`src/logic/exPkg.sv`:
```
// ========================================
// Shared codes and widths for the EX back end
// Command codes outside the list act as a nop
// ========================================
package exPkg;

	localparam int dataWidth = 32;
	localparam int halfWidth = dataWidth / 2;
	localparam int wordBytes = dataWidth / 8;
	localparam int regIdWidth = 5; // Id 0 is the zero register
	localparam int holdCntWidth = 4; // Saturates at 15

	// Micro-op commands, low 6 bits of opUCmd
	localparam logic [5:0] uCmdNop = 6'h00;
	localparam logic [5:0] uCmdAlu3 = 6'h01;
	localparam logic [5:0] uCmdAluCmp = 6'h02;
	localparam logic [5:0] uCmdMul3 = 6'h03;
	localparam logic [5:0] uCmdMovIr = 6'h04;
	localparam logic [5:0] uCmdLoad = 6'h05;
	localparam logic [5:0] uCmdStore = 6'h06;
	localparam logic [5:0] uCmdSleep = 6'h07;

	// Predication, top 2 bits of opUCmd
	localparam logic [1:0] predAlways = 2'b00;
	localparam logic [1:0] predNever = 2'b01;
	localparam logic [1:0] predIfT = 2'b10;
	localparam logic [1:0] predIfF = 2'b11;

	localparam logic [3:0] aluAdd = 4'h0;
	localparam logic [3:0] aluSub = 4'h1;
	localparam logic [3:0] aluAnd = 4'h2;
	localparam logic [3:0] aluOr = 4'h3;
	localparam logic [3:0] aluXor = 4'h4;
	localparam logic [3:0] aluShl = 4'h5;
	localparam logic [3:0] aluShr = 4'h6; // Logical shift
	// Compare ops reuse the function field
	localparam logic [3:0] cmpEq = 4'h0;
	localparam logic [3:0] cmpGtSigned = 4'h1;
	localparam logic [3:0] cmpGtUnsigned = 4'h2;

	localparam logic [1:0] memSizeByte = 2'd0;
	localparam logic [1:0] memSizeHalf = 2'd1;
	localparam logic [1:0] memSizeWord = 2'd2;

	// Bit 1 set means not ready, bit 0 then tells fault from hold
	localparam logic [1:0] memOkReady = 2'b00;
	localparam logic [1:0] memOkHold = 2'b10;
	localparam logic [1:0] memOkFault = 2'b11;

	localparam int mulHoldCycles = 3; // Matches the multiplier depth
	localparam int sleepHoldCycles = 15;
	localparam int memWords = 256;
	localparam int memIdxWidth = $clog2(memWords);

	typedef struct packed {
		logic [3:0] rsvd;
		logic [3:0] func;
	} uIxtAluView;

	typedef struct packed {
		logic [4:0] rsvd;
		logic signExt; // Sign extend loads
		logic [1:0] size;
	} uIxtMemView;

	// One extension byte, read per command class
	typedef union packed {
		uIxtAluView aluView;
		uIxtMemView memView;
	} uIxtWord;

endpackage

```
`src/logic/exMulUnit.sv`:
```
// ========================================
// 3-cycle multiplier, low 32 product bits
// ========================================
module exMulUnit (
	input  logic clock,
	input  logic rst,
	input  logic stall,
	input  logic mulStart,
	input  logic [exPkg::dataWidth-1:0] mulA,
	input  logic [exPkg::dataWidth-1:0] mulB,
	output logic [exPkg::dataWidth-1:0] mulResult
);
	import exPkg::*;

	logic launch;
	logic [2:0] stageValid;
	logic [dataWidth-1:0] opA;
	logic [dataWidth-1:0] opB;
	logic [dataWidth-1:0] partLow;
	logic [halfWidth-1:0] partCross; // Only the low half reaches the result
	logic [dataWidth-1:0] product;

	assign launch = mulStart && stall; // Release cycle repeats the same op, skip it

	always_ff @(posedge clock) begin
		if (rst)
			stageValid <= '0;
		else
			stageValid <= {stageValid[1:0], launch};
	end

	always_ff @(posedge clock) begin
		if (launch) begin
			opA <= mulA;
			opB <= mulB;
		end
		partLow <= opA[halfWidth-1:0] * opB[halfWidth-1:0];
		partCross <= opA[halfWidth-1:0] * opB[dataWidth-1:halfWidth]
			+ opA[dataWidth-1:halfWidth] * opB[halfWidth-1:0];
		product <= partLow + {partCross, {halfWidth{1'b0}}};
	end

	assign mulResult = stageValid[2] ? product : '0; // Drained pipe reads zero

endmodule

```
`config.mk`:
```
export PLATFORM = sky130hd
export DESIGN_NAME = exMulUnit
export DESIGN_NICKNAME = d
export VERILOG_FILES = /design/src/logic/exPkg.sv /design/src/logic/exMulUnit.sv
export SDC_FILE = /design/constraint.sdc
export NUM_CORES = 1
export LEC_CHECK = 0
export BUFFER_PORTS_ARGS = -buffer_cell sky130_fd_sc_hd__buf_4
export CAP_MARGIN = 20
export CORE_MARGIN = 8
export CORE_UTILIZATION = 45
export CTS_CLUSTER_DIAMETER = 200
export DETAILED_ROUTE_END_ITERATION = 6
export PLACE_DENSITY = 0.66
export SLEW_MARGIN = 20
export SYNTH_ARGS = -nofsm -noshare
export SYNTH_HDL_FRONTEND = slang
export SYNTH_SLANG_ARGS = --single-unit
```
`constraint.sdc`:
```
create_clock -name clock -period 9.05 [get_ports clock]
set_clock_uncertainty 0.2 [all_clocks]
set_input_delay 1.81 -clock clock [delete_from_list [all_inputs] [get_ports clock]]
set_output_delay 1.81 -clock clock [all_outputs]
set_load 0.03 [all_outputs]
```
## Word-level counts from Yosys, hierarchy flattened

Cells that the tools add are included.

- Flip-flop bits (word level): 147
- Input bits: 68
- Output and inout port bits: 32
- Logic and storage cells: 13

- Add/sub/neg operators: 2
- Multipliers: 3
- Multiplexer cells: 1
- Reductions and logical operators: 1

Operators by type and width:

| cell | number |
|---|---|
| $add A32 B32 Y32 | 1 |
| $mul A16 B16 Y16 | 2 |
| $mul A16 B16 Y32 | 1 |
| $mux W32 | 1 |
| $add A16 B16 Y16 | 1 |
| $logic_and A1 B1 Y1 | 1 |

## Longest topological paths before layout

- Depth after elaboration: 2
- Mapped depth: 24
- Gate-level depth less buffers: 22

## Worst setup path after synthesis

Ideal clock, no wire load.

- Path type: reg-to-reg
- From: register opA[12]
- To: register partCross[15]
- Library setup time: 0.127 ns
- Arrival time: 6.134 ns
- Required time: 8.723 ns
- Path slack: 2.588 ns
- Stages on the path, launching flop included: 25
- Buffers on the path: 2
- Clock period less this slack: 6.462 ns
- Cell sequence: edfxtp_1 > clkbuf_1 > clkbuf_1 > nand2_1 > fa_1 > inv_1 > fa_1 > inv_1 > fa_1 > inv_1 > fa_1 > inv_1 > fa_1 > fa_1 > inv_1 > fa_1 > fa_1 > xnor2_1 > xnor2_1 > xnor2_1 > xnor2_1 > xnor2_1 > xnor2_1 > xnor2_1 > xnor2_1

- Longest elaborated chain between the ends: 2

RTL lines:

| item | RTL line | source |
|---|---|---|
| from (decl) | exMulUnit.sv:17 | `logic [dataWidth-1:0] opA;` |
| from (signal assigned) | exMulUnit.sv:34 | `opA <= mulA;` |
| $mul A16 B16 Y16 | exMulUnit.sv:38 | `partCross <= opA[halfWidth-1:0] * opB[dataWidth-1:halfWidth]` |
| $add A16 B16 Y16 | exMulUnit.sv:39 | `+ opA[dataWidth-1:halfWidth] * opB[halfWidth-1:0];` |
| to (signal assigned) | exMulUnit.sv:38 |  |
| to (decl) | exMulUnit.sv:20 | `logic [halfWidth-1:0] partCross;` |

Every way passes these cells.
A chain may end at the register's enable or synchronous reset.

## Final worst setup path

- From: register opA[4]
- To: register partCross[15]

The elaborated chain is that of the path after synthesis.

==> flow_metrics.env <==
export IMPL_hold_viol=0
export IMPL_dr_total_vias=14588
export IMPL_routed_top_layer="met4"
export IMPL_ys_seq_elements=147
export IMPL_drt_first_pass_iters=5
export IMPL_num_antenna_cells=0
export IMPL_crit_type="register to register"
export IMPL_grt_max_degree=66
export IMPL_io_pins=100
export IMPL_min_period_ns=7.352
export IMPL_synth_cell_types=58
export IMPL_dp_hpwl_mm=39.79
export IMPL_clkSinkCount=147
export IMPL_rsz0062_at_grt="false"
export IMPL_rows=79
export IMPL_synth_edff_count=64
export IMPL_max_freq_ghz=0.1360
export IMPL_grt_pass1_wl_mm=83.40
export IMPL_clk_latency_ns=0.48
export IMPL_fin_nets=2844
export IMPL_core_area_sq_um=46160
export IMPL_drive_gt1_share_pct=7.276
export IMPL_ys_flop_type="dfxtp_1"
export IMPL_antenna_found_initial=1
export IMPL_grt_pass1_vias=16031
export IMPL_async_reset_ff_share_pct=0
export IMPL_wl_met2_mm=25.04
export IMPL_cts_setup_buffers=0
export IMPL_cts_buffer_depth=2
export IMPL_cts_buffers=17
export IMPL_syn_area_sq_um=20890
export IMPL_start_kind="register"
export IMPL_synth_fp_nets=2795
export IMPL_outcome="finished clean"
export IMPL_htree_levels=4
export IMPL_cap_violations=0
export IMPL_avgRoutedWirePerCell_um=18.22
export IMPL_ctsHoldBuffers=0
export IMPL_synthToLayoutAreaGrowth_pct=8.991
export IMPL_drc=0
export IMPL_die_h_um=231.5
export IMPL_yosysSeqAreaShare_pct=17.15
export IMPL_setup_viol=0
export IMPL_grt_overflow=0
export IMPL_drtIter0Drc=953
export IMPL_cts_resized=0
export IMPL_crit_path_end_kind="register"
export IMPL_globalplace_congestion=0.9100
export IMPL_clk_pin_slew_ns=0.07
export IMPL_avgSynthCellArea_sq_um=9.770
export IMPL_ys_warn_count=0
export IMPL_hp_class="register to register"
export IMPL_finalWorstSetupSlack_ns=1.698
export IMPL_slew_headroom_pct=24.04
export IMPL_cts_root_buffer="clkbuf_16"
export IMPL_slew_viol_final=0
export IMPL_ant_nets=0
export IMPL_routed_wl_mm=51.12
export IMPL_worst_slew_pin_slew_ns=1.139
export IMPL_pre_cts_slack_ns=1.734
export IMPL_io_buffers=99
export IMPL_min_period_over_period_pct=81.24
export IMPL_worstPathArrival_ns=7.49
export IMPL_cts_tree="done"
export IMPL_initial_core_util_pct=45.25
export IMPL_die_x_um=231.5
export IMPL_drt_met1_wl_mm=21.21
export IMPL_die_area_sq_um=53570
export IMPL_dr_wl_met3_mm=3.099
export IMPL_viasPerCell=5.199
export IMPL_final_setup_tns_ns=0
export IMPL_grt_use_total_pct=19.92
export IMPL_syn_inst=2138
export IMPL_critPathMaxFanout=28
export IMPL_cp_required_ns=9.19
kinds of logic after synthesis:
| family | after synthesis | synth area share [%] |
|---|---|---|
| DFF | 147 | 17.15 |
| adders and majority gates | 589 | 48.90 |
| and+or+nand+nor | 667 | 16.32 |
| buffers and inverters | 510 | 9.170 |
| AOI/OAI and AO/OA | 115 | 3.834 |
| muxes | 1 | 0.04792 |
| xor gates and xnor gates | 109 | 4.570 |
through the flow:
stage	area (sq um)	cells	util (%)	hold slack, ns
after floorplan	20890	2138	-	0.1096
after global placement	22180	2773	48.04	0.1140
after detailed placement	22210	2774	48.10	0.1132
after CTS	22750	2805	49.29	0.1290
after global routing	22770	2806	49.32	0.1362
final	22770	2806	49.32	0.1265
sequential cells by signal (all words and copies together) (netlist names):
register    flops
partLow        32
partCross      16
opA            32
stageValid      3
opB            32
product        32
synthesized netlist by cell type (2+ instances only):
cell / number / area, sq um
o21a_1: 4 / 30.03
xor2_1: 18 / 157.7
a211oi_1: 6 / 45.04
inv_1: 425 / 1595
a2111oi_0: 2 / 17.52
a31oi_1: 4 / 25.02
or2_2: 2 / 12.51
a21oi_2: 2 / 17.52
a211o_1: 3 / 26.28
nand4_1: 2 / 12.51
nor3_1: 11 / 55.05
o211ai_1: 2 / 15.01
xnor2_1: 91 / 797.0
and2_1: 308 / 1927
o21ai_1: 6 / 30.03
fa_1: 379 / 7587
dfxtp_1: 83 / 1662
or3_1: 4 / 25.02
nand2_1: 274 / 1028
ha_1: 210 / 2628
edfxtp_1: 64 / 1922
nor4_1: 2 / 12.51
clkbuf_1: 84 / 315.3
nand3_1: 13 / 65.06
nor2b_1: 14 / 87.58
a211oi_2: 2 / 25.02
a221oi_1: 3 / 26.28
a21o_1: 12 / 90.09
and3_1: 3 / 18.77
o21bai_1: 9 / 67.56
nor2_1: 25 / 93.84
o21ai_0: 10 / 50.05
a21boi_0: 3 / 22.52
nand2b_1: 3 / 18.77
a21oi_1: 32 / 160.2
cells in the final DEF, fill, tap and decap left out, types with 17 or more instances in the layout:
| master | synthesis | final |
|---|---|---|
| xnor2_1 | 91 | 91 |
| dfxtp_1 | 83 | 83 |
| fa_1 | 379 | 379 |
| a21oi_1 | 32 | 32 |
| xor2_1 | 18 | 18 |
| nor2_1 | 25 | 25 |
| buf_4 | 0 | 113 |
| nand2_1 | 274 | 274 |
| ha_1 | 210 | 210 |
| and2_1 | 308 | 307 |
| edfxtp_1 | 64 | 64 |
| inv_1 | 425 | 425 |
| clkbuf_16 | 0 | 17 |
layout make-up:
cell class                      count  area, sq um
Sequential cell                   147         3583
Timing Repair Buffer              115        890.9
Clock buffer                       17        425.4
Fill cell                        4237        23390
Multi-Input combinational cell   1481        15390
Inverter                          425         1595
Tap cell                          607        759.5
Clock inverter                     14        121.4
final timing paths:
| kind | startpoint | to | slack, ns | depth (start not counted) |
|---|---|---|---|---|
| worst min-delay path | partLow[13]$_DFF_P_ | product[13]$_DFF_P_ | 0.13 | 0 |
| worst max register to register | opA[4]$_DFFE_PP_ | partCross[15]$_DFF_P_ | 1.70 | 22 |
| worst max-delay path | opA[4]$_DFFE_PP_ | partCross[15]$_DFF_P_ | 1.70 | 22 |
| worst min register to register | partLow[13]$_DFF_P_ | product[13]$_DFF_P_ | 0.13 | 0 |
critical path, cell delays in order, from the launching register on:
cell	delay, ns
edfxtp_1	1.04
and2_1	0.27
fa_1	0.43
inv_1	0.08
fa_1	0.42
fa_1	0.49
inv_1	0.05
ha_1	0.27
inv_1	0.05
fa_1	0.50
inv_1	0.06
fa_1	0.54
inv_1	0.06
fa_1	0.49
inv_1	0.05
fa_1	0.45
ha_1	0.32
a21boi_0	0.16
o21ai_1	0.19
a21oi_1	0.12
a41o_1	0.28
o41ai_1	0.55
xnor2_1	0.14
routing by layer:
| layer | vias up | track usage, % |
|---|---|---|
| li1 | 6523 | - |
| met1 | 7443 | 25.28 |
| met2 | 515 | 33.35 |
| met3 | 107 | 3.595 |
| met4 | 0 | 8.058 |
| met5 | - | 0 |
Power is not shown: default switching activity piles up to over one toggle a cycle in this logic, so the estimate is an artifact.
