`src/logic/exPkg.sv`:
```
// ========================================
// Shared codes and widths for the EX back end
// Command codes outside the list act as a nop
// ========================================
package exPkg;

	localparam int dataWidth = 32;
	localparam int halfWidth = dataWidth / 2;
	localparam int wordBytes = dataWidth / 8;
	localparam int regIdWidth = 5; // Id 0 is the zero register
	localparam int holdCntWidth = 4; // Saturates at 15

	// Micro-op commands, low 6 bits of opUCmd
	localparam logic [5:0] uCmdNop = 6'h00;
	localparam logic [5:0] uCmdAlu3 = 6'h01;
	localparam logic [5:0] uCmdAluCmp = 6'h02;
	localparam logic [5:0] uCmdMul3 = 6'h03;
	localparam logic [5:0] uCmdMovIr = 6'h04;
	localparam logic [5:0] uCmdLoad = 6'h05;
	localparam logic [5:0] uCmdStore = 6'h06;
	localparam logic [5:0] uCmdSleep = 6'h07;

	// Predication, top 2 bits of opUCmd
	localparam logic [1:0] predAlways = 2'b00;
	localparam logic [1:0] predNever = 2'b01;
	localparam logic [1:0] predIfT = 2'b10;
	localparam logic [1:0] predIfF = 2'b11;

	localparam logic [3:0] aluAdd = 4'h0;
	localparam logic [3:0] aluSub = 4'h1;
	localparam logic [3:0] aluAnd = 4'h2;
	localparam logic [3:0] aluOr = 4'h3;
	localparam logic [3:0] aluXor = 4'h4;
	localparam logic [3:0] aluShl = 4'h5;
	localparam logic [3:0] aluShr = 4'h6; // Logical shift
	// Compare ops reuse the function field
	localparam logic [3:0] cmpEq = 4'h0;
	localparam logic [3:0] cmpGtSigned = 4'h1;
	localparam logic [3:0] cmpGtUnsigned = 4'h2;

	localparam logic [1:0] memSizeByte = 2'd0;
	localparam logic [1:0] memSizeHalf = 2'd1;
	localparam logic [1:0] memSizeWord = 2'd2;

	// Bit 1 set means not ready, bit 0 then tells fault from hold
	localparam logic [1:0] memOkReady = 2'b00;
	localparam logic [1:0] memOkHold = 2'b10;
	localparam logic [1:0] memOkFault = 2'b11;

	localparam int mulHoldCycles = 3; // Matches the multiplier depth
	localparam int sleepHoldCycles = 15;
	localparam int memWords = 256;
	localparam int memIdxWidth = $clog2(memWords);

	typedef struct packed {
		logic [3:0] rsvd;
		logic [3:0] func;
	} uIxtAluView;

	typedef struct packed {
		logic [4:0] rsvd;
		logic signExt; // Sign extend loads
		logic [1:0] size;
	} uIxtMemView;

	// One extension byte, read per command class
	typedef union packed {
		uIxtAluView aluView;
		uIxtMemView memView;
	} uIxtWord;

endpackage

```
`src/logic/exRegFile.sv`:
```
// ========================================
// 32 GPRs plus T, register 0 reads as zero
// ========================================
module exRegFile (
	input  logic clock,
	input  logic rst,
	input  logic [exPkg::regIdWidth-1:0] regIdA,
	input  logic [exPkg::regIdWidth-1:0] regIdB,
	output logic [exPkg::dataWidth-1:0] regValA,
	output logic [exPkg::dataWidth-1:0] regValB,
	input  logic [exPkg::regIdWidth-1:0] regIdW,
	input  logic [exPkg::dataWidth-1:0] regValW,
	input  logic writeEn,
	input  logic srTNext,
	input  logic srTWrite,
	output logic srT
);
	import exPkg::*;

	logic [dataWidth-1:0] regs [1 << regIdWidth];

	assign regValA = (regIdA == '0) ? '0 : regs[regIdA];
	assign regValB = (regIdB == '0) ? '0 : regs[regIdB];

	always_ff @(posedge clock) begin
		if (rst) begin
			for (int i = 0; i < (1 << regIdWidth); i++)
				regs[i] <= '0;
			srT <= 1'b0;
		end else if (writeEn) begin // Low while EX2 holds
			if (regIdW != '0)
				regs[regIdW] <= regValW;
			if (srTWrite)
				srT <= srTNext;
		end
	end

endmodule

```
`config.mk`:
```
export PLATFORM = sky130hd
export DESIGN_NAME = exRegFile
export DESIGN_NICKNAME = d
export VERILOG_FILES = /design/src/logic/exPkg.sv /design/src/logic/exRegFile.sv
export SDC_FILE = /design/constraint.sdc
export NUM_CORES = 2
export LEC_CHECK = 0
export BUFFER_PORTS_ARGS = -buffer_cell sky130_fd_sc_hd__buf_2
export CAP_MARGIN = 20
export CORE_MARGIN = 4
export CORE_UTILIZATION = 68
export DETAILED_ROUTE_END_ITERATION = 8
export GPL_TIMING_DRIVEN = 1
export PLACE_DENSITY_LB_ADDON = 0.08
export SLEW_MARGIN = 20
export SYNTH_ARGS = -nofsm -noshare
export SYNTH_HDL_FRONTEND = slang
export SYNTH_SLANG_ARGS = --single-unit
```
`constraint.sdc`:
```
create_clock -name clock -period 4.4 [get_ports clock]
set_input_delay 0.88 -clock clock [delete_from_list [all_inputs] [get_ports clock]]
set_output_delay 0.88 -clock clock [all_outputs]
set_load 0.02 [all_outputs]
```
# After elaboration in Yosys (flattened, before gate mapping)
# Memories as Yosys holds them, arrays and structs flattened.
# Index checks and enable logic that the tools add are counted.
# totals
regBits	1
latch_bits	0
ramBits	1024
rom_bits	0
inputBits	52
elab_cells	18
memories	1
# classes
add_sub_neg	0
n_mul	0
div	0
n_lt_le_gt_ge	0
eq_ne	0
shift	0
n_mux	11
bitwise_logic	0
reduce_logical	5
# mem_list
name	depth	word_bits	rd	rd_ports_with_merged_regs	wr	line_no	text
regs	32	32	2	0	32	exRegFile.sv:20	logic [dataWidth-1:0] regs [1 << regIdWidth];
# op_table
cell	count
$mux 32	3
$reduce_or 32->1	1
$logic_not 5->1	2
$mux 1	7
$mux 5	1
$reduce_bool 5->1	1
$reduce_and 2->1	1

# Logic depth before layout (Yosys ltp)
# logic_depth
depth_word	7
mapped_depth	9
depth_no_buf	4

# Least setup slack after synthesis
# Ideal clock, no wire load.
# synth_path
kind	input-to-output
start	input regIdB[2] in the netlist's numbering
end	output regValB[7] in the netlist's numbering
t_arrival_ns	3.063
slack_ns	0.457
stages	7
n_path_buf	3
path_cell_list	buf_2 > or3b_1 > clkbuf_1 > buf_1 > o221ai_1 > a221oi_1 > a2111oi_0
# synth_via
elab_chain_cells	2
elab_cells_between_ends	3
classes_between	mux (1); reduce/logical (1); memory (1)
# synth_lines
item	line_no	text
start: declaration	exRegFile.sv:8	input logic [exPkg::regIdWidth-1:0] regIdB,
$mem_v2 32x32 or $logic_not 5->1 (tied branches)	n/a	
$mux 32 *	exRegFile.sv:23	assign regValB = (regIdB == '0) ? '0 : regs[regIdB];
end: declaration	exRegFile.sv:10	output logic [exPkg::dataWidth-1:0] regValB,
# Every way passes the cells marked *; elsewhere a longest branch is shown, timed or not.

# Worst setup path in the final report
# layout_path
start	input regIdB[0] in the netlist's numbering
end	output regValB[3] in the netlist's numbering
# Same word-level chain as after synthesis.

==> flow_summary.toml <==
[sta]
timing.final.hold_violations = 0
max_freq_mhz = 230.0
rsz0062_at_grt = "no"
final-max-slew-violation-count = 0
tightestPinTransition_ns = 1.015
layout_setup_ws_ns = 0.05222
relSlewSlack_pct = 32.09
period_utilization_post_route_pct = 98.81
finalWorstPathRequiredPeriod_ns = 4.348
timing.final.setup_violations = 0
skew_ns = 0

[finish]
multi_input_area_um2 = 21910
synthToLayoutAreaGrowth_pct = 11.48
post_route_cells_drive_above_1_share_pct = 29.27
utilization_pct = 76.51
filler_cell_count = 4504
layout.nets = 3647
seq_area_um2 = 30770

[worst_setup_path]
crit_end_element = "output port"
number_of_cells_on_the_worst_reg_to_reg_path = 2
r2r_setup_slack_ns = 3.84
critPathArrivalTime_ns = 3.47
crit_path_max_fanout = 30
required_ns = 3.52
start_kind = "primary input"
worstSetupPathType = "in2out"

[clock_network]
post_cts_hold_buffer_count = 0
cts.htree.levels = 3
clk_latency_ns = 0.66
cts_resized = 5
cts_tree = "yes"
numCtsBuffers = 104
numClockSinks = 1025
clk_transition_reported_paths_ns = 0.05
post_cts.repair.setup_buffers = 0
ctsLongestPathBuffers = 3
clk_root_buffer_cell = "sky130_fd_sc_hd__clkbuf_16"

[placed_design]
dp_worst_setup_slack_ns = -0.1962
place.port_buffers = 116
place_hpwl_um = 107700
gpl.final_weighted_congestion = 0.9371

[power_and_ir_drop]
cellLeakagePower_uw = 0.02120
vdd_ir_max_v = 0.0003500
power_density_nw_per_um2 = 387.6

[synthesis]
synthesis.area_um2 = 54220
syn-instance-count = 3499
count_of_unique_library_cells_instantiated_by_yosys = 42
yosysWarningCount = 0
post_synth.cell_area_avg_um2 = 15.50
synth_edf_count = 1024
synth_seq_area_share_pct = 56.75
synth-seq-cells = 1025
fraction_of_synthesis_flops_using_an_asynchronous_set_or_reset_pin_pct = 0
synth-main-ff-cell = "sky130_fd_sc_hd__edfxtp_1"

[floorplanning]
num_io_pins = 117
die_w_um = 290.4
core_area_um2 = 79000
initial_cell_density_of_the_core_pct = 68.63
design.die.area_um2 = 84310
die_h_um = 290.4
std_cell_rows = 103

[min_path]
hp-class = "reg2reg"
min_path_cells = 2

[global_route]
grt_first_pass_wirelength_um = 251200
pin_count_of_the_biggest_net_entering_global_routing = 49
overflow = 0
first_global_vias = 36730
grt_antenna_before_repair = 12
globalRouteTotalUtil_pct = 41.46

[routing]
drt-pass1-iter-count = 6
route.vias.total = 35630
remaining_drcs = 0
post_drt_wl_per_cell_um = 36.90
routed_wl_um = 174700
antenna_left = 0
drt_iter0_markers = 5936
drt-vias-per-instance = 7.526

[outcome]
outcome = "completed"

[flow_run]
max_cap_violations = 0
layout make-up:
| cell class | instances | share of cell area [%] |
|---|---|---|
| diodes | 9 | 0.03726 |
| clock inverters | 63 | 1.027 |
| well taps | 1050 | 2.174 |
| inverters | 2 | 0.01242 |
| flip-flops and latches | 1025 | 50.91 |
| repair buffers | 344 | 5.130 |
| multi-input cells | 2118 | 36.25 |
| clock buffers | 124 | 4.465 |
where the power goes:
part	internal, uW	leakage, uW	total (uW)	switching (uW)
clock network	5000	0.00163	8800	3800
registers	11300	0.00976	11600	314
logic	1300	0.00981	3030	1730
cell families (layout without fill, tap and decap cells):
kind of cell,Yosys count,count (layout),synth area share [%]
AND/OR/NAND/NOR,1172,1172,13.23
flip-flops,1025,1025,56.75
multiplexers,657,657,23.12
buffers and inverters,387,533,3.325
AO/OA/AOI/OAI,257,257,3.563
other,1,41,0.006916
metrics by stage:
| stage | cell area (um^2) | hold slack (ns) | power, uW | TNS [ns] | cells |
|---|---|---|---|---|---|
| floorplan | 54330 | 0.5326 | 13460 | 0 | 3530 |
| global placement | 57060 | 0.4419 | 14590 | -0.2908 | 4539 |
| detailed placement | 57060 | 0.4501 | 14710 | -0.4795 | 4539 |
| CTS | 60390 | 0.4469 | 23320 | 0 | 4726 |
| global route | 60420 | 0.4917 | 23950 | 0 | 4727 |
| finish | 60440 | 0.4527 | 23430 | 0 | 4735 |
registers in the layout (all words and copies together), names as in the netlist:
| register | cells |
|---|---|
| srT | 1 |
| regs | 1024 |
cells in the mapped netlist, types with 2 or more instances:
master | number | share of area, %
sky130_fd_sc_hd__and2_1 | 995 | 11
sky130_fd_sc_hd__a21oi_1 | 10 | 0.092
sky130_fd_sc_hd__or2_2 | 33 | 0.38
sky130_fd_sc_hd__clkbuf_1 | 268 | 1.9
sky130_fd_sc_hd__a22oi_1 | 14 | 0.19
sky130_fd_sc_hd__buf_4 | 26 | 0.36
sky130_fd_sc_hd__o21ai_0 | 2 | 0.018
sky130_fd_sc_hd__nand3_1 | 5 | 0.046
sky130_fd_sc_hd__o221ai_1 | 5 | 0.081
sky130_fd_sc_hd__nand3b_1 | 4 | 0.055
sky130_fd_sc_hd__buf_6 | 26 | 0.54
sky130_fd_sc_hd__a221oi_1 | 8 | 0.13
sky130_fd_sc_hd__a211oi_1 | 8 | 0.11
sky130_fd_sc_hd__buf_1 | 19 | 0.13
sky130_fd_sc_hd__nor4_1 | 5 | 0.058
sky130_fd_sc_hd__buf_2 | 46 | 0.42
sky130_fd_sc_hd__nor2b_1 | 15 | 0.17
sky130_fd_sc_hd__and3_1 | 2 | 0.023
sky130_fd_sc_hd__nand2_1 | 9 | 0.062
sky130_fd_sc_hd__mux2_2 | 33 | 0.69
sky130_fd_sc_hd__a22o_1 | 48 | 0.78
sky130_fd_sc_hd__edfxtp_1 | 1024 | 57
sky130_fd_sc_hd__o22ai_1 | 101 | 1.2
sky130_fd_sc_hd__inv_1 | 2 | 0.014
sky130_fd_sc_hd__a2111oi_0 | 54 | 0.87
sky130_fd_sc_hd__or3b_2 | 3 | 0.048
sky130_fd_sc_hd__nor2_1 | 36 | 0.25
sky130_fd_sc_hd__mux2i_1 | 151 | 2.8
sky130_fd_sc_hd__or3_1 | 2 | 0.023
sky130_fd_sc_hd__a2111oi_1 | 2 | 0.037
sky130_fd_sc_hd__nor3_1 | 52 | 0.48
sky130_fd_sc_hd__a32o_1 | 4 | 0.074
sky130_fd_sc_hd__mux4_2 | 473 | 20
sky130_fd_sc_hd__nand2b_1 | 6 | 0.069
cells in the final DEF (no fill, tap or decap), types with 52 or more instances in the layout:
cell type                   netlist  final
sky130_fd_sc_hd__and2_1         995    994
sky130_fd_sc_hd__buf_12           0     61
sky130_fd_sc_hd__buf_2           46    110
sky130_fd_sc_hd__buf_4           26    168
sky130_fd_sc_hd__clkbuf_16        0    105
sky130_fd_sc_hd__edfxtp_1      1024   1024
sky130_fd_sc_hd__mux2i_1        151    151
sky130_fd_sc_hd__mux4_2         473    473
sky130_fd_sc_hd__nor3_1          52     52
sky130_fd_sc_hd__o22ai_1        101    101
per-layer routing:
layer	track usage (%)	vias to the layer above	wire (um)
li1	-	13770	-
met1	53.25	17790	55840
met2	63.28	3338	80640
met3	11.51	725	24810
met4	26.65	6	13410
met5	0	-	39
worst max-delay path: stages:
cell	delay, ns
sky130_fd_sc_hd__buf_8	0.25
sky130_fd_sc_hd__buf_12	0.31
sky130_fd_sc_hd__buf_4	0.25
sky130_fd_sc_hd__mux4_2	0.53
sky130_fd_sc_hd__mux2_2	0.31
sky130_fd_sc_hd__a221oi_1	0.37
sky130_fd_sc_hd__a2111oi_0	0.14
sky130_fd_sc_hd__buf_4	0.21
sky130_fd_sc_hd__buf_2	0.15
path summary, 6_finish.rpt:
| path | startpoint | to |
|---|---|---|
| worst max register to register | srT$_SDFFE_PP0P_ | srT$_SDFFE_PP0P_ |
| worst max-delay path | regIdB[0] | regValB[3] |
| worst min register to register | srT$_SDFFE_PP0P_ | srT$_SDFFE_PP0P_ |
| worst min-delay path | srT$_SDFFE_PP0P_ | srT$_SDFFE_PP0P_ |
Note: power is estimated with default switching activity, not from simulation.
