`src/logic/exPkg.sv`:
```
// ========================================
// Shared codes and widths for the EX back end
// Command codes outside the list act as a nop
// ========================================
package exPkg;

	localparam int dataWidth = 32;
	localparam int halfWidth = dataWidth / 2;
	localparam int wordBytes = dataWidth / 8;
	localparam int regIdWidth = 5; // Id 0 is the zero register
	localparam int holdCntWidth = 4; // Saturates at 15

	// Micro-op commands, low 6 bits of opUCmd
	localparam logic [5:0] uCmdNop = 6'h00;
	localparam logic [5:0] uCmdAlu3 = 6'h01;
	localparam logic [5:0] uCmdAluCmp = 6'h02;
	localparam logic [5:0] uCmdMul3 = 6'h03;
	localparam logic [5:0] uCmdMovIr = 6'h04;
	localparam logic [5:0] uCmdLoad = 6'h05;
	localparam logic [5:0] uCmdStore = 6'h06;
	localparam logic [5:0] uCmdSleep = 6'h07;

	// Predication, top 2 bits of opUCmd
	localparam logic [1:0] predAlways = 2'b00;
	localparam logic [1:0] predNever = 2'b01;
	localparam logic [1:0] predIfT = 2'b10;
	localparam logic [1:0] predIfF = 2'b11;

	localparam logic [3:0] aluAdd = 4'h0;
	localparam logic [3:0] aluSub = 4'h1;
	localparam logic [3:0] aluAnd = 4'h2;
	localparam logic [3:0] aluOr = 4'h3;
	localparam logic [3:0] aluXor = 4'h4;
	localparam logic [3:0] aluShl = 4'h5;
	localparam logic [3:0] aluShr = 4'h6; // Logical shift
	// Compare ops reuse the function field
	localparam logic [3:0] cmpEq = 4'h0;
	localparam logic [3:0] cmpGtSigned = 4'h1;
	localparam logic [3:0] cmpGtUnsigned = 4'h2;

	localparam logic [1:0] memSizeByte = 2'd0;
	localparam logic [1:0] memSizeHalf = 2'd1;
	localparam logic [1:0] memSizeWord = 2'd2;

	// Bit 1 set means not ready, bit 0 then tells fault from hold
	localparam logic [1:0] memOkReady = 2'b00;
	localparam logic [1:0] memOkHold = 2'b10;
	localparam logic [1:0] memOkFault = 2'b11;

	localparam int mulHoldCycles = 3; // Matches the multiplier depth
	localparam int sleepHoldCycles = 15;
	localparam int memWords = 256;
	localparam int memIdxWidth = $clog2(memWords);

	typedef struct packed {
		logic [3:0] rsvd;
		logic [3:0] func;
	} uIxtAluView;

	typedef struct packed {
		logic [4:0] rsvd;
		logic signExt; // Sign extend loads
		logic [1:0] size;
	} uIxtMemView;

	// One extension byte, read per command class
	typedef union packed {
		uIxtAluView aluView;
		uIxtMemView memView;
	} uIxtWord;

endpackage

```
`src/logic/exStage1.sv`:
```
// ========================================
// EX1, predicates with T as last committed
// Source ops must stay stable while stalled
// ========================================
module exStage1 (
	input  logic clock,
	input  logic rst,
	input  logic [7:0] opUCmd,
	input  exPkg::uIxtWord opUIxt,
	input  logic [exPkg::regIdWidth-1:0] regIdRs,
	input  logic [exPkg::regIdWidth-1:0] regIdRt,
	input  logic [exPkg::regIdWidth-1:0] regIdRm,
	input  logic [exPkg::dataWidth-1:0] immValue,
	input  logic opBraFlush,
	input  logic stall,
	output logic [exPkg::regIdWidth-1:0] regIdB,
	input  logic [exPkg::dataWidth-1:0] regValA,
	input  logic [exPkg::dataWidth-1:0] regValB,
	input  logic srT,
	input  logic [exPkg::regIdWidth-1:0] regIdRn2,
	input  logic [exPkg::dataWidth-1:0] regValRn2,
	output logic [5:0] ex2UCmd,
	output exPkg::uIxtWord ex2UIxt,
	output logic [exPkg::regIdWidth-1:0] ex2RegIdRm,
	output logic [exPkg::dataWidth-1:0] ex2AluResult,
	output logic ex2AluT,
	output logic memReq,
	output logic memWrite,
	output logic [exPkg::dataWidth-1:0] memAddr,
	output logic [exPkg::dataWidth-1:0] memDataOut,
	output logic [1:0] memSize,
	output logic mulStart,
	output logic [exPkg::dataWidth-1:0] mulA,
	output logic [exPkg::dataWidth-1:0] mulB
);
	import exPkg::*;

	logic opEnable;
	logic [5:0] cmd;
	logic [dataWidth-1:0] srcA;
	logic [dataWidth-1:0] srcB;
	logic [dataWidth-1:0] aluOut;
	logic cmpT;

	assign regIdB = (opUCmd[5:0] == uCmdStore) ? regIdRm : regIdRt; // Store data from rm

	always_comb begin
		case (opUCmd[7:6])
			predAlways: opEnable = 1'b1;
			predNever: opEnable = 1'b0;
			predIfT: opEnable = srT;
			default: opEnable = !srT; // predIfF
		endcase
		if (opBraFlush)
			opEnable = 1'b0; // Flushed op becomes a bubble
		cmd = opEnable ? opUCmd[5:0] : uCmdNop;
	end

	// Bypass the EX2 writeback, id 0 never matches
	assign srcA = (regIdRs != '0 && regIdRs == regIdRn2) ? regValRn2 : regValA;
	assign srcB = (regIdB != '0 && regIdB == regIdRn2) ? regValRn2 : regValB;

	always_comb begin
		case (opUIxt.aluView.func)
			aluAdd: aluOut = srcA + srcB;
			aluSub: aluOut = srcA - srcB;
			aluAnd: aluOut = srcA & srcB;
			aluOr: aluOut = srcA | srcB;
			aluXor: aluOut = srcA ^ srcB;
			aluShl: aluOut = srcA << srcB[4:0];
			aluShr: aluOut = srcA >> srcB[4:0];
			default: aluOut = srcA;
		endcase
		case (opUIxt.aluView.func)
			cmpEq: cmpT = srcA == srcB;
			cmpGtSigned: cmpT = $signed(srcA) > $signed(srcB);
			cmpGtUnsigned: cmpT = srcA > srcB;
			default: cmpT = 1'b0;
		endcase
	end

	always_ff @(posedge clock) begin
		if (rst) begin
			ex2UCmd <= uCmdNop;
			memReq <= 1'b0;
			memWrite <= 1'b0;
			mulStart <= 1'b0;
		end else if (!stall) begin
			ex2UCmd <= cmd;
			memReq <= cmd == uCmdLoad || cmd == uCmdStore;
			memWrite <= cmd == uCmdStore;
			mulStart <= cmd == uCmdMul3;
		end
	end

	always_ff @(posedge clock) begin
		if (!stall) begin
			ex2UIxt <= opUIxt;
			ex2RegIdRm <= regIdRm;
			ex2AluResult <= (cmd == uCmdMovIr) ? immValue : aluOut; // Imm rides the ALU path
			ex2AluT <= cmpT;
			memAddr <= srcA + immValue; // Base plus displacement
			memDataOut <= srcB;
			memSize <= opUIxt.memView.size;
			mulA <= srcA;
			mulB <= srcB;
		end
	end

	// Source keeps the op steady while EX2 holds
	heldOpStable: assert property (@(posedge clock) disable iff (rst)
		stall |=> $stable(opUCmd) && $stable(opUIxt) && $stable(regIdRs)
			&& $stable(regIdRt) && $stable(regIdRm) && $stable(immValue)
			&& $stable(opBraFlush));

endmodule

```
`config.mk`:
```
export PLATFORM = sky130hd
export DESIGN_NAME = exStage1
export DESIGN_NICKNAME = d
export VERILOG_FILES = /design/src/logic/exPkg.sv /design/src/logic/exStage1.sv
export SDC_FILE = /design/constraint.sdc
export NUM_CORES = 1
export LEC_CHECK = 0
export BUFFER_PORTS_ARGS = -buffer_cell sky130_fd_sc_hd__buf_2
export CAP_MARGIN = 20
export CORE_MARGIN = 4
export CORE_UTILIZATION = 45
export CTS_CLUSTER_SIZE = 40
export DETAILED_ROUTE_END_ITERATION = 10
export PLACE_DENSITY = 0.71
export REMOVE_ABC_BUFFERS = 1
export SYNTH_ARGS = -nofsm -noshare
export SYNTH_HDL_FRONTEND = slang
export SYNTH_SLANG_ARGS = --single-unit
```
`constraint.sdc`:
```
create_clock -name clock -period 7.3 [get_ports clock]
set_input_delay 1.46 -clock clock [delete_from_list [all_inputs] [get_ports clock]]
set_output_delay 1.46 -clock clock [all_outputs]
set_load 0.02 [all_outputs]
```
**After elaboration in Yosys (flattened, before gate mapping)**

Cells that the tools add are included.

- Register bits after elaboration: 153
- Input bits: 169
- Output and inout bits: 190
- Logic and storage cells: 55

- Add/subtract/negate cells: 3
- $lt $le $gt $ge: 2
- Equality and inequality tests: 16
- Shifts and indexed selects: 2
- Muxes and demuxes: 9
- Bitwise operators: 3
- Reduce and logical (&&, ||, !) cells: 8

Operators with widths:

| kind | count |
|---|---|
| $pmux W32 S7 | 1 |
| $mux W32 | 3 |
| $add A32 B32 Y32 | 2 |
| $gt A32 B32 Y1 | 2 |
| $and A32 B32 Y32 | 1 |
| $eq A32 B32 Y1 | 1 |
| $or A32 B32 Y32 | 1 |
| $shl A32 B5 Y32 | 1 |
| $shr A32 B5 Y32 | 1 |
| $sub A32 B32 Y32 | 1 |
| $xor A32 B32 Y32 | 1 |
| $eq A6 B3 Y1 const B | 4 |
| $eq A4 B3 Y1 const B | 3 |
| $eq A5 B5 Y1 | 2 |
| $reduce_bool A5 Y1 | 2 |
| $eq A4 B2 Y1 const B | 2 |
| $eq A6 B2 Y1 const B | 1 |
| $mux W6 | 1 |
| $pmux W1 S3 | 2 |
| $mux W5 | 1 |
| $eq A4 B1 Y1 const B | 1 |
| $logic_not A4 Y1 | 1 |
| $eq A2 B1 Y1 const B | 1 |
| $eq A2 B2 Y1 const B | 1 |
| 5 further kinds | 6 |

**Logic depth before layout (Yosys ltp)**

Gate-level depths: netlist (run 1).

- Depth in word-level cells: 8
- Gate-level depth with buffers: 23
- Gate-level depth less buffers: 19

**Worst setup path before layout (run 1)**

No wires, ideal clock.

- Kind: input to register
- Start: input opUCmd[3]
- End: register ex2AluResult[30] in the netlist's numbering, data pin
- Data arrival time: 6.661 ns
- Required time: 7.040 ns
- Path slack: 0.379 ns
- Cell stages on the path: 23
- Path buffers: 4
- Cells stage by stage: or4b_4 > nor2_4 > mux4_2 > and3_1 > buf_2 > a21oi_1 > inv_2 > buf_2 > buf_2 > buf_2 > ha_1 > fa_1 > nor2b_1 > o311ai_1 > a2111oi_0 > o31a_1 > a41o_1 > a41oi_1 > a211o_1 > o31ai_1 > xor2_1 > nand2_1 > a31oi_1

- Word-level cells in the longest chain between the ends: 8
- Elaborated cells on any way between the ends: 17
- Those cells by class: add/sub: 2; eq/ne: 3; shift: 2; mux: 5; bitwise: 3; reduce/logical: 2

Ends and longest elaborated chain:

| what | line | RTL |
|---|---|---|
| start: declaration | exStage1.sv:8 | `input logic [7:0] opUCmd,` |
| $eq A6 B3 Y1 (*) | exStage1.sv:45 | `assign regIdB = (opUCmd[5:0] == uCmdStore) ? regIdRm : regIdRt;` |
| $mux W5 (*) | exStage1.sv:45 |  |
| $eq A5 B5 Y1 or $reduce_bool A5 Y1 (tied branches) | exStage1.sv:61 | `assign srcB = (regIdB != '0 && regIdB == regIdRn2) ? regValRn2 : regValB;` |
| $logic_and A1 B1 Y1 (*) | exStage1.sv:61 |  |
| $mux W32 (*) | exStage1.sv:61 |  |
| via srcB[0] | exStage1.sv:41 | `logic [dataWidth-1:0] srcB;` |
| $sub A32 B32 Y32, or another cell as far along | exStage1.sv:66 | `aluSub: aluOut = srcA - srcB;` |
| $pmux W32 S7 (*) | exStage1.sv:64 | `case (opUIxt.aluView.func)` |
| $mux W32 (*) | exStage1.sv:100 | `ex2AluResult <= (cmd == uCmdMovIr) ? immValue : aluOut;` |
| end signal: assignment | exStage1.sv:100 |  |
| end: declaration | exStage1.sv:25 | `output logic [exPkg::dataWidth-1:0] ex2AluResult,` |

Mark *: on every way through the listed nets, which the timed path passes. The rest lies on a longest branch.
A chain may end at the register's enable or synchronous reset.

**Worst setup path after layout (run 1)**

- Start: input opUCmd[3]
- End: register ex2AluResult[31] in the netlist's numbering, data pin

- Word-level cells in the longest chain between the ends: 8
- Elaborated cells on any way between the ends: 17
- Those cells by class: add/sub: 2; eq/ne: 3; shift: 2; mux: 5; bitwise: 3; reduce/logical: 2

Ends and longest elaborated chain:

| what | line |
|---|---|
| $eq A6 B3 Y1 (*) | exStage1.sv:45 |
| $mux W5 (*) | exStage1.sv:45 |
| $eq A5 B5 Y1 or $reduce_bool A5 Y1 (tied branches) | exStage1.sv:61 |
| $logic_and A1 B1 Y1 (*) | exStage1.sv:61 |
| $mux W32 (*) | exStage1.sv:61 |
| via srcB[19] | exStage1.sv:41 |
| $sub A32 B32 Y32 or $add A32 B32 Y32 (tied branches) | exStage1.sv:66, exStage1.sv:65 |
| $pmux W32 S7 (*) | exStage1.sv:64 |
| $mux W32 (*) | exStage1.sv:100 |

Marked as above.

==> results of run 1 <==
## synthesized netlist by cell type (11+ instances only)
master | number | area, µm²
a211oi_1 | 13 | 97.6
a21o_1 | 23 | 173
a21oi_1 | 178 | 891
a221oi_1 | 27 | 236
a22oi_1 | 35 | 263
a31oi_1 | 22 | 138
and2_1 | 18 | 113
and3_1 | 13 | 81.3
buf_2 | 17 | 85.1
buf_4 | 36 | 270
clkbuf_1 | 83 | 312
edfxtp_1 | 142 | 4260
ha_1 | 135 | 1690
inv_1 | 102 | 383
mux2_2 | 12 | 135
mux2i_1 | 110 | 1100
nand2_1 | 312 | 1170
nand2b_1 | 23 | 144
nand3_1 | 36 | 180
nand4_1 | 13 | 81.3
nor2_1 | 145 | 544
nor2b_1 | 17 | 106
nor3_1 | 31 | 155
nor4_1 | 11 | 68.8
o2111ai_1 | 12 | 105
o211ai_1 | 26 | 195
o21ai_0 | 61 | 305
o21bai_1 | 19 | 143
o22ai_1 | 40 | 250
xnor2_1 | 54 | 473
xor2_1 | 12 | 105
## cell usage in the layout (no fill, tap or decap), types with 8 or more instances in the layout
master     count
a221oi_1      27
a22o_1         8
o22ai_1       40
dfxtp_1        9
xnor2_1       54
a22oi_1       35
o31ai_1        9
ha_1         135
and2_1        18
nand2b_1      23
nand4_1       13
nand2_1      311
o21bai_1      19
nor4_1        11
o21ai_0       61
buf_2        358
o211ai_1      26
o2111ai_1     12
edfxtp_1     142
nor2_1       143
a21o_1        23
a211oi_1      13
buf_4         88
nand3_1       35
o221ai_1       9
nor3_1        28
mux2_2        12
clkbuf_16     17
o21a_1         9
a31oi_1       22
a21oi_1      177
and3_1        12
nor2b_1       17
xor2_1        12
inv_1        101
a221o_1        8
mux2i_1      110
## critical path, delay by kind of cell
family | cells | cell delay, ns
compound gates | 4 | 0.82
fa+ha+maj | 1 | 0.44
buf+inv | 4 | 0.74
mux | 2 | 0.73
simple gates | 9 | 2.79
## power by group
part	total [W]	switching [W]	internal, W
Clock	0.000866	0.000400	0.000465
Combinational	0.00154	0.00101	0.000528
Sequential	0.00110	0.0000302	0.00107
## metal layers
layer,wire [µm],GRT usage [%]
met2,31900,55.9
met5,37,0
met3,7360,7.69
met1,29400,47.6
met4,3180,15.2
## worst paths after layout
path / startpoint / to / cells past startpoint
worst max register to register: ex2UCmd[5]$_SDFFE_PP0N_ / ex2UCmd[5]$_SDFFE_PP0N_ / 2
worst min-delay path: mulStart$_SDFFE_PP0N_ / mulStart$_SDFFE_PP0N_ / 2
worst max-delay path: opUCmd[3] / ex2AluResult[31]$_DFFE_PN_ / 20
worst min register to register: mulStart$_SDFFE_PP0N_ / mulStart$_SDFFE_PP0N_ / 2
## cell type report
| cell class | count | share of cell area [%] |
|---|---|---|
| Tap cell | 455 | 3.00 |
| Antenna cell | 2 | 0.0264 |
| Clock inverter | 13 | 0.561 |
| Sequential cell | 151 | 23.5 |
| Timing Repair Buffer | 448 | 13.1 |
| Clock buffer | 19 | 2.28 |
| Inverter | 108 | 2.17 |
| Multi-Input combinational cell | 1561 | 55.4 |
## through the flow
| step | hold slack (ns) | util, % | power [W] | area [µm²] | setup slack [ns] |
|---|---|---|---|---|---|
| 2_1_floorplan | 0.587 | - | 0.00204 | 15300 | -2.36 |
| 3_3_place_gp | 0.467 | 52.9 | 0.00260 | 18400 | 0.261 |
| 3_5_place_dp | 0.477 | 52.9 | 0.00261 | 18400 | 0.0873 |
| 4_1_cts | 0.492 | 54.4 | 0.00347 | 18900 | 0.553 |
| 5_1_grt | 0.547 | 54.4 | 0.00365 | 18900 | 0.194 |
| 6_report | 0.490 | 54.5 | 0.00350 | 18900 | 0.511 |
## state kept, by name, indices dropped and copies added (netlist names)
register	flops
mulStart	1
ex2UIxt	8
memReq	1
ex2UCmd	6
memAddr	32
ex2RegIdRm	5
mulA	32
memWrite	1
ex2AluT	1
mulB	32
ex2AluResult	32
## logic make-up (layout without fill, tap and decap cells)
group	count (synthesis)	after routing	synth area share, %
AND/OR/NAND/NOR	656	656	18.5
multiplexers	128	128	8.27
adder cells (fa/ha/maj)	138	138	10.9
buffers and inverters	251	588	6.96
AO/OA/AOI/OAI	573	573	24.0
flip-flops	151	151	27.8
other	0	2	0
XOR/XNOR	66	66	3.61
==> impl_metrics.py, run 1 <==
metrics = {
    "drt": {
        "via_per_inst": 6.31,
        "postRouteAntennaNets": 0,
        "drt_iter0_drc": 1980,
        "drc": 0,
        "drt_first_pass_iters": 5,
        "num_vias": 17400,
        "wl_mm": 71.9,
        "avgRoutedWirePerCell_um": 26.1,
    },
    "run_status": {
        "outcome": "complete, no violations",
    },
    "power": {
        "irDropWorstVdd_mv": 0.190,
        "power_density_nw_per_um2": 185,
        "p_leak_nw": 8.47,
    },
    "floorplan": {
        "dieHeight_um": 197,
        "rows": 68,
        "ios": 359,
        "initial_core_util_pct": 46.0,
        "die_w_um": 197,
        "die_area_um2": 38600,
        "coreArea_um2": 34800,
    },
    "clocking": {
        "cts_buffer_depth": 2,
        "ctsResizeCount": 0,
        "h-tree-depth": 4,
        "post_cts.repair.setup_buffers": 0,
        "cts_inserted_buffers": 17,
        "cts_root_buf": "clkbuf_16",
        "clk_latency_ns": 0.46,
        "clk_pin_slew_ns": 0.07,
        "clock-sinks": 151,
        "cts_tree": "yes",
        "cts_hold_buf": 0,
    },
    "global_route": {
        "grt_pass1_wl_mm": 105,
        "grt_pass1_vias": 16621,
        "grt-ovfl-total": 0,
        "grt_max_degree": 82,
        "grt_usage_pct": 35.6,
        "antenna_found_initial": 3,
    },
    "sta": {
        "layout_min_cycle_time_ns": 6.79,
        "tns_ns": 0,
        "drv_slew": 0,
        "slew_headroom_pct": 15.0,
        "fin_skew_ns": 0,
        "fmax_ghz": 0.147,
        "hold_viol": 0,
        "setup_violations": 0,
        "tightest_slew_ns": 1.27,
        "rsz0062_at_grt": "no",
        "fin_crit_sh_pct": 93.0,
    },
    "worst_setup_path": {
        "worstSetupPathType": "input pin to register",
        "worstPathMaxFanout": 17,
        "crit_slowest_cell": "nor3_1",
        "worstPathArrival_ns": 7.00,
        "slowest_delay_ns": 0.66,
        "worstPathRequired_ns": 7.51,
        "start_kind": "input pin",
        "r2r_setup_slack_ns": 6.61,
        "cp-end-kind": "register",
        "crit_top_cell": "nand2_1",
        "crit_chain": "buf_2 > or4b_4 > nor2_4 > mux4_2 > nand3_4 > buf_4 > nand2_1 > nand2_1 > inv_1 > ha_1 > nor4_1 > nand2_1 > nor3_1 > a211oi_1 > o31ai_1 > buf_4 > a41oi_1 > mux2i_1 > nor4b_1 > a21oi_1",
    },
    "finish": {
        "syn_to_final_growth_pct": 18.5,
        "ff_latch_area_um2": 4440,
        "filler_cell_count": 3341,
        "drive_gt1_share_pct": 23.1,
        "finalNonFillerCells": 2757,
        "multiInputGateArea_um2": 10500,
        "nNetsFinal": 2594,
    },
    "logic_synthesis": {
        "synth-seq-area-share_pct": 27.8,
        "synth_edf_count": 142,
        "mappedNetlistArea_um2": 16000,
        "yosysWarnings": 0,
        "async_reset_ff_share_pct": 0,
        "synth_seq_cells": 151,
        "ys.flop_type": "edfxtp_1",
        "syn-instance-count": 1963,
        "synth_cell_types": 88,
        "syn_area_per_cell_um2": 8.15,
    },
    "placed_design": {
        "place_inst": 2723,
        "dp_hpwl_mm": 55.6,
        "gp_congestion": 1.07,
        "port_buffers": 358,
    },
    "min_path": {
        "min_path_type": "register to register",
    },
    "job": {
        "cap_violations": 0,
    },
}
No activity file was read; power rests on OpenSTA's default activity.
==> run 2, diff against run 1 <==
Settings changed: MAX_ROUTING_LAYER set to met4.
==> run 2 against run 1 <==
Against the previous run: hold slack worse by 0.00093 ns; die area unchanged; combinational power about the same; cell count unchanged; cell area up 0.42%; critical endpoint is now ex2AluResult[26]$_DFFE_PN_.
==> impl_metrics.py, run 2 (synthesis results as in run 1) <==
metrics = {
    "placed_design": {
        "place_inst": 2724,
        "gp_congestion": 1.04,
        "port_buffers": 358,
        "dp_hpwl_mm": 56.2,
    },
    "floorplan": {
        "dieHeight_um": 197,
        "die_w_um": 197,
        "die_area_um2": 38600,
        "coreArea_um2": 34800,
        "ios": 359,
        "rows": 68,
        "initial_core_util_pct": 46.0,
    },
    "global_route": {
        "grt_pass1_wl_mm": 107,
        "grt_pass1_vias": 17007,
        "grt_usage_pct": 37.3,
        "grt-ovfl-total": 0,
        "grt_max_degree": 83,
        "antenna_found_initial": 0,
    },
    "worst_setup_path": {
        "cp-end-kind": "register",
        "r2r_setup_slack_ns": 6.62,
        "worstSetupPathType": "input pin to register",
        "worstPathMaxFanout": 8,
        "r2r-start": "ex2UCmd[5]$_SDFFE_PP0N_",
        "reg2reg_depth": 2,
        "start_kind": "input pin",
        "worstPathArrival_ns": 6.95,
        "worstReg2RegEnd": "ex2UCmd[5]$_SDFFE_PP0N_",
        "worstPathRequired_ns": 7.52,
    },
    "finish": {
        "antenna_cells": 0,
        "layout_commonest_cell": "buf_2",
        "layout_common_cells": "buf_2 (358), nand2_1 (311), a21oi_1 (177)",
        "nNetsFinal": 2596,
        "drive_gt1_share_pct": 23.2,
        "syn_to_final_growth_pct": 19.0,
        "finalNonFillerCells": 2757,
    },
    "power": {
        "power_density_nw_per_um2": 191,
        "p_leak_nw": 8.52,
        "irDropWorstVdd_mv": 0.182,
    },
    "drt": {
        "drt_iter0_drc": 1890,
        "drc": 0,
        "postRouteAntennaNets": 0,
        "drt_first_pass_iters": 6,
        "via_per_inst": 6.37,
        "num_vias": 17561,
        "avgRoutedWirePerCell_um": 26.7,
        "wl_mm": 73.6,
    },
    "clocking": {
        "clock-sinks": 151,
        "cts_hold_buf": 0,
        "h-tree-depth": 4,
        "cts_buffer_depth": 2,
        "cts_tree": "yes",
        "post_cts.repair.setup_buffers": 0,
        "clk_latency_ns": 0.46,
        "cts_inserted_buffers": 17,
        "clk_pin_slew_ns": 0.07,
        "ctsResizeCount": 0,
        "cts_root_buf": "clkbuf_16",
    },
    "job": {
        "cap_violations": 0,
    },
    "sta": {
        "slew_headroom_pct": 30.6,
        "hold_viol": 0,
        "tns_ns": 0,
        "fmax_ghz": 0.149,
        "layout_min_cycle_time_ns": 6.73,
        "drv_slew": 0,
        "tightest_slew_ns": 1.04,
        "rsz0062_at_grt": "no",
        "fin_crit_sh_pct": 92.2,
        "fin_skew_ns": 0,
        "setup_violations": 0,
    },
    "min_path": {
        "min_path_type": "register to register",
        "holdPathStages": 2,
        "hp-start": "memReq$_SDFFE_PP0N_",
        "min_to": "memReq$_SDFFE_PP0N_",
    },
    "run_status": {
        "outcome": "complete, no violations",
    },
}
run 2: changes by cell type in the layout (fill, tap and decap cells not counted), sizes merged:
cell,change
bufinv,+3
buf,+2
clkinv,-2
clkinvlp,-2
diode,-2
clkbuf,+1
run 2: power breakdown:
| group | total [W] | switching (W) | internal [W] |
|---|---|---|---|
| clock network | 0.000979 | 0.000406 | 0.000573 |
| registers | 0.00110 | 0.0000309 | 0.00107 |
| logic | 0.00155 | 0.00102 | 0.000530 |
| total | 0.00363 | 0.00146 | 0.00217 |
run 2: layout make-up:
type | count | area (µm²)
Tap cell | 455 | 569
Inverter | 108 | 410
Multi-Input combinational cell | 1561 | 10500
Clock inverter | 12 | 176
Sequential cell | 151 | 4440
Fill cell | 3274 | 15800
Timing Repair Buffer | 450 | 2490
Clock buffer | 20 | 437
run 2: worst max path at each step:
stage	end	start	cells after the start
after CTS	ex2AluResult[26]$_DFFE_PN_	opUCmd[3]	22
after global placement	ex2AluResult[26]$_DFFE_PN_	opUCmd[3]	22
after global routing	ex2AluResult[26]$_DFFE_PN_	opUCmd[3]	22
after detailed placement	ex2AluResult[26]$_DFFE_PN_	opUCmd[3]	22
after floorplan	ex2AluResult[30]$_DFFE_PN_	opUCmd[3]	19
final	ex2AluResult[26]$_DFFE_PN_	opUCmd[3]	22
run 2: stage by stage:
step	utilization [%]	hold slack [ns]	worst slack, ns	area (µm²)	power (W)
2_1_floorplan	-	0.587	-2.36	15300	0.00204
3_3_place_gp	52.8	0.467	0.300	18400	0.00261
3_5_place_dp	52.9	0.472	0.170	18400	0.00262
4_1_cts	54.6	0.491	0.646	19000	0.00359
5_1_grt	54.7	0.541	0.364	19000	0.00376
6_report	54.7	0.489	0.567	19000	0.00363
run 2: metal layers:
metal	vias up	GRT usage (%)	routed length [µm]
li1	7820	-	-
met1	8434	48.6	30500
met2	1122	57.7	33200
met3	185	6.92	6930
met4	0	14.8	3010
met5	-	-	0
run 2: critical path, stage by stage:
cell	delay [ns]
buf_2	0.13
or4b_4	0.57
nor2_4	0.19
mux4_2	0.57
a31oi_1	0.33
a21oi_4	0.06
inv_2	0.14
nand2_1	0.10
fa_1	0.43
a21o_1	0.24
a21oi_1	0.24
o21ai_0	0.14
buf_4	0.17
o31ai_1	0.74
a41o_1	0.38
a21oi_1	0.09
buf_4	0.17
and3_1	0.18
o21ai_0	0.15
o311a_1	0.17
nand3_1	0.09
a22o_1	0.21
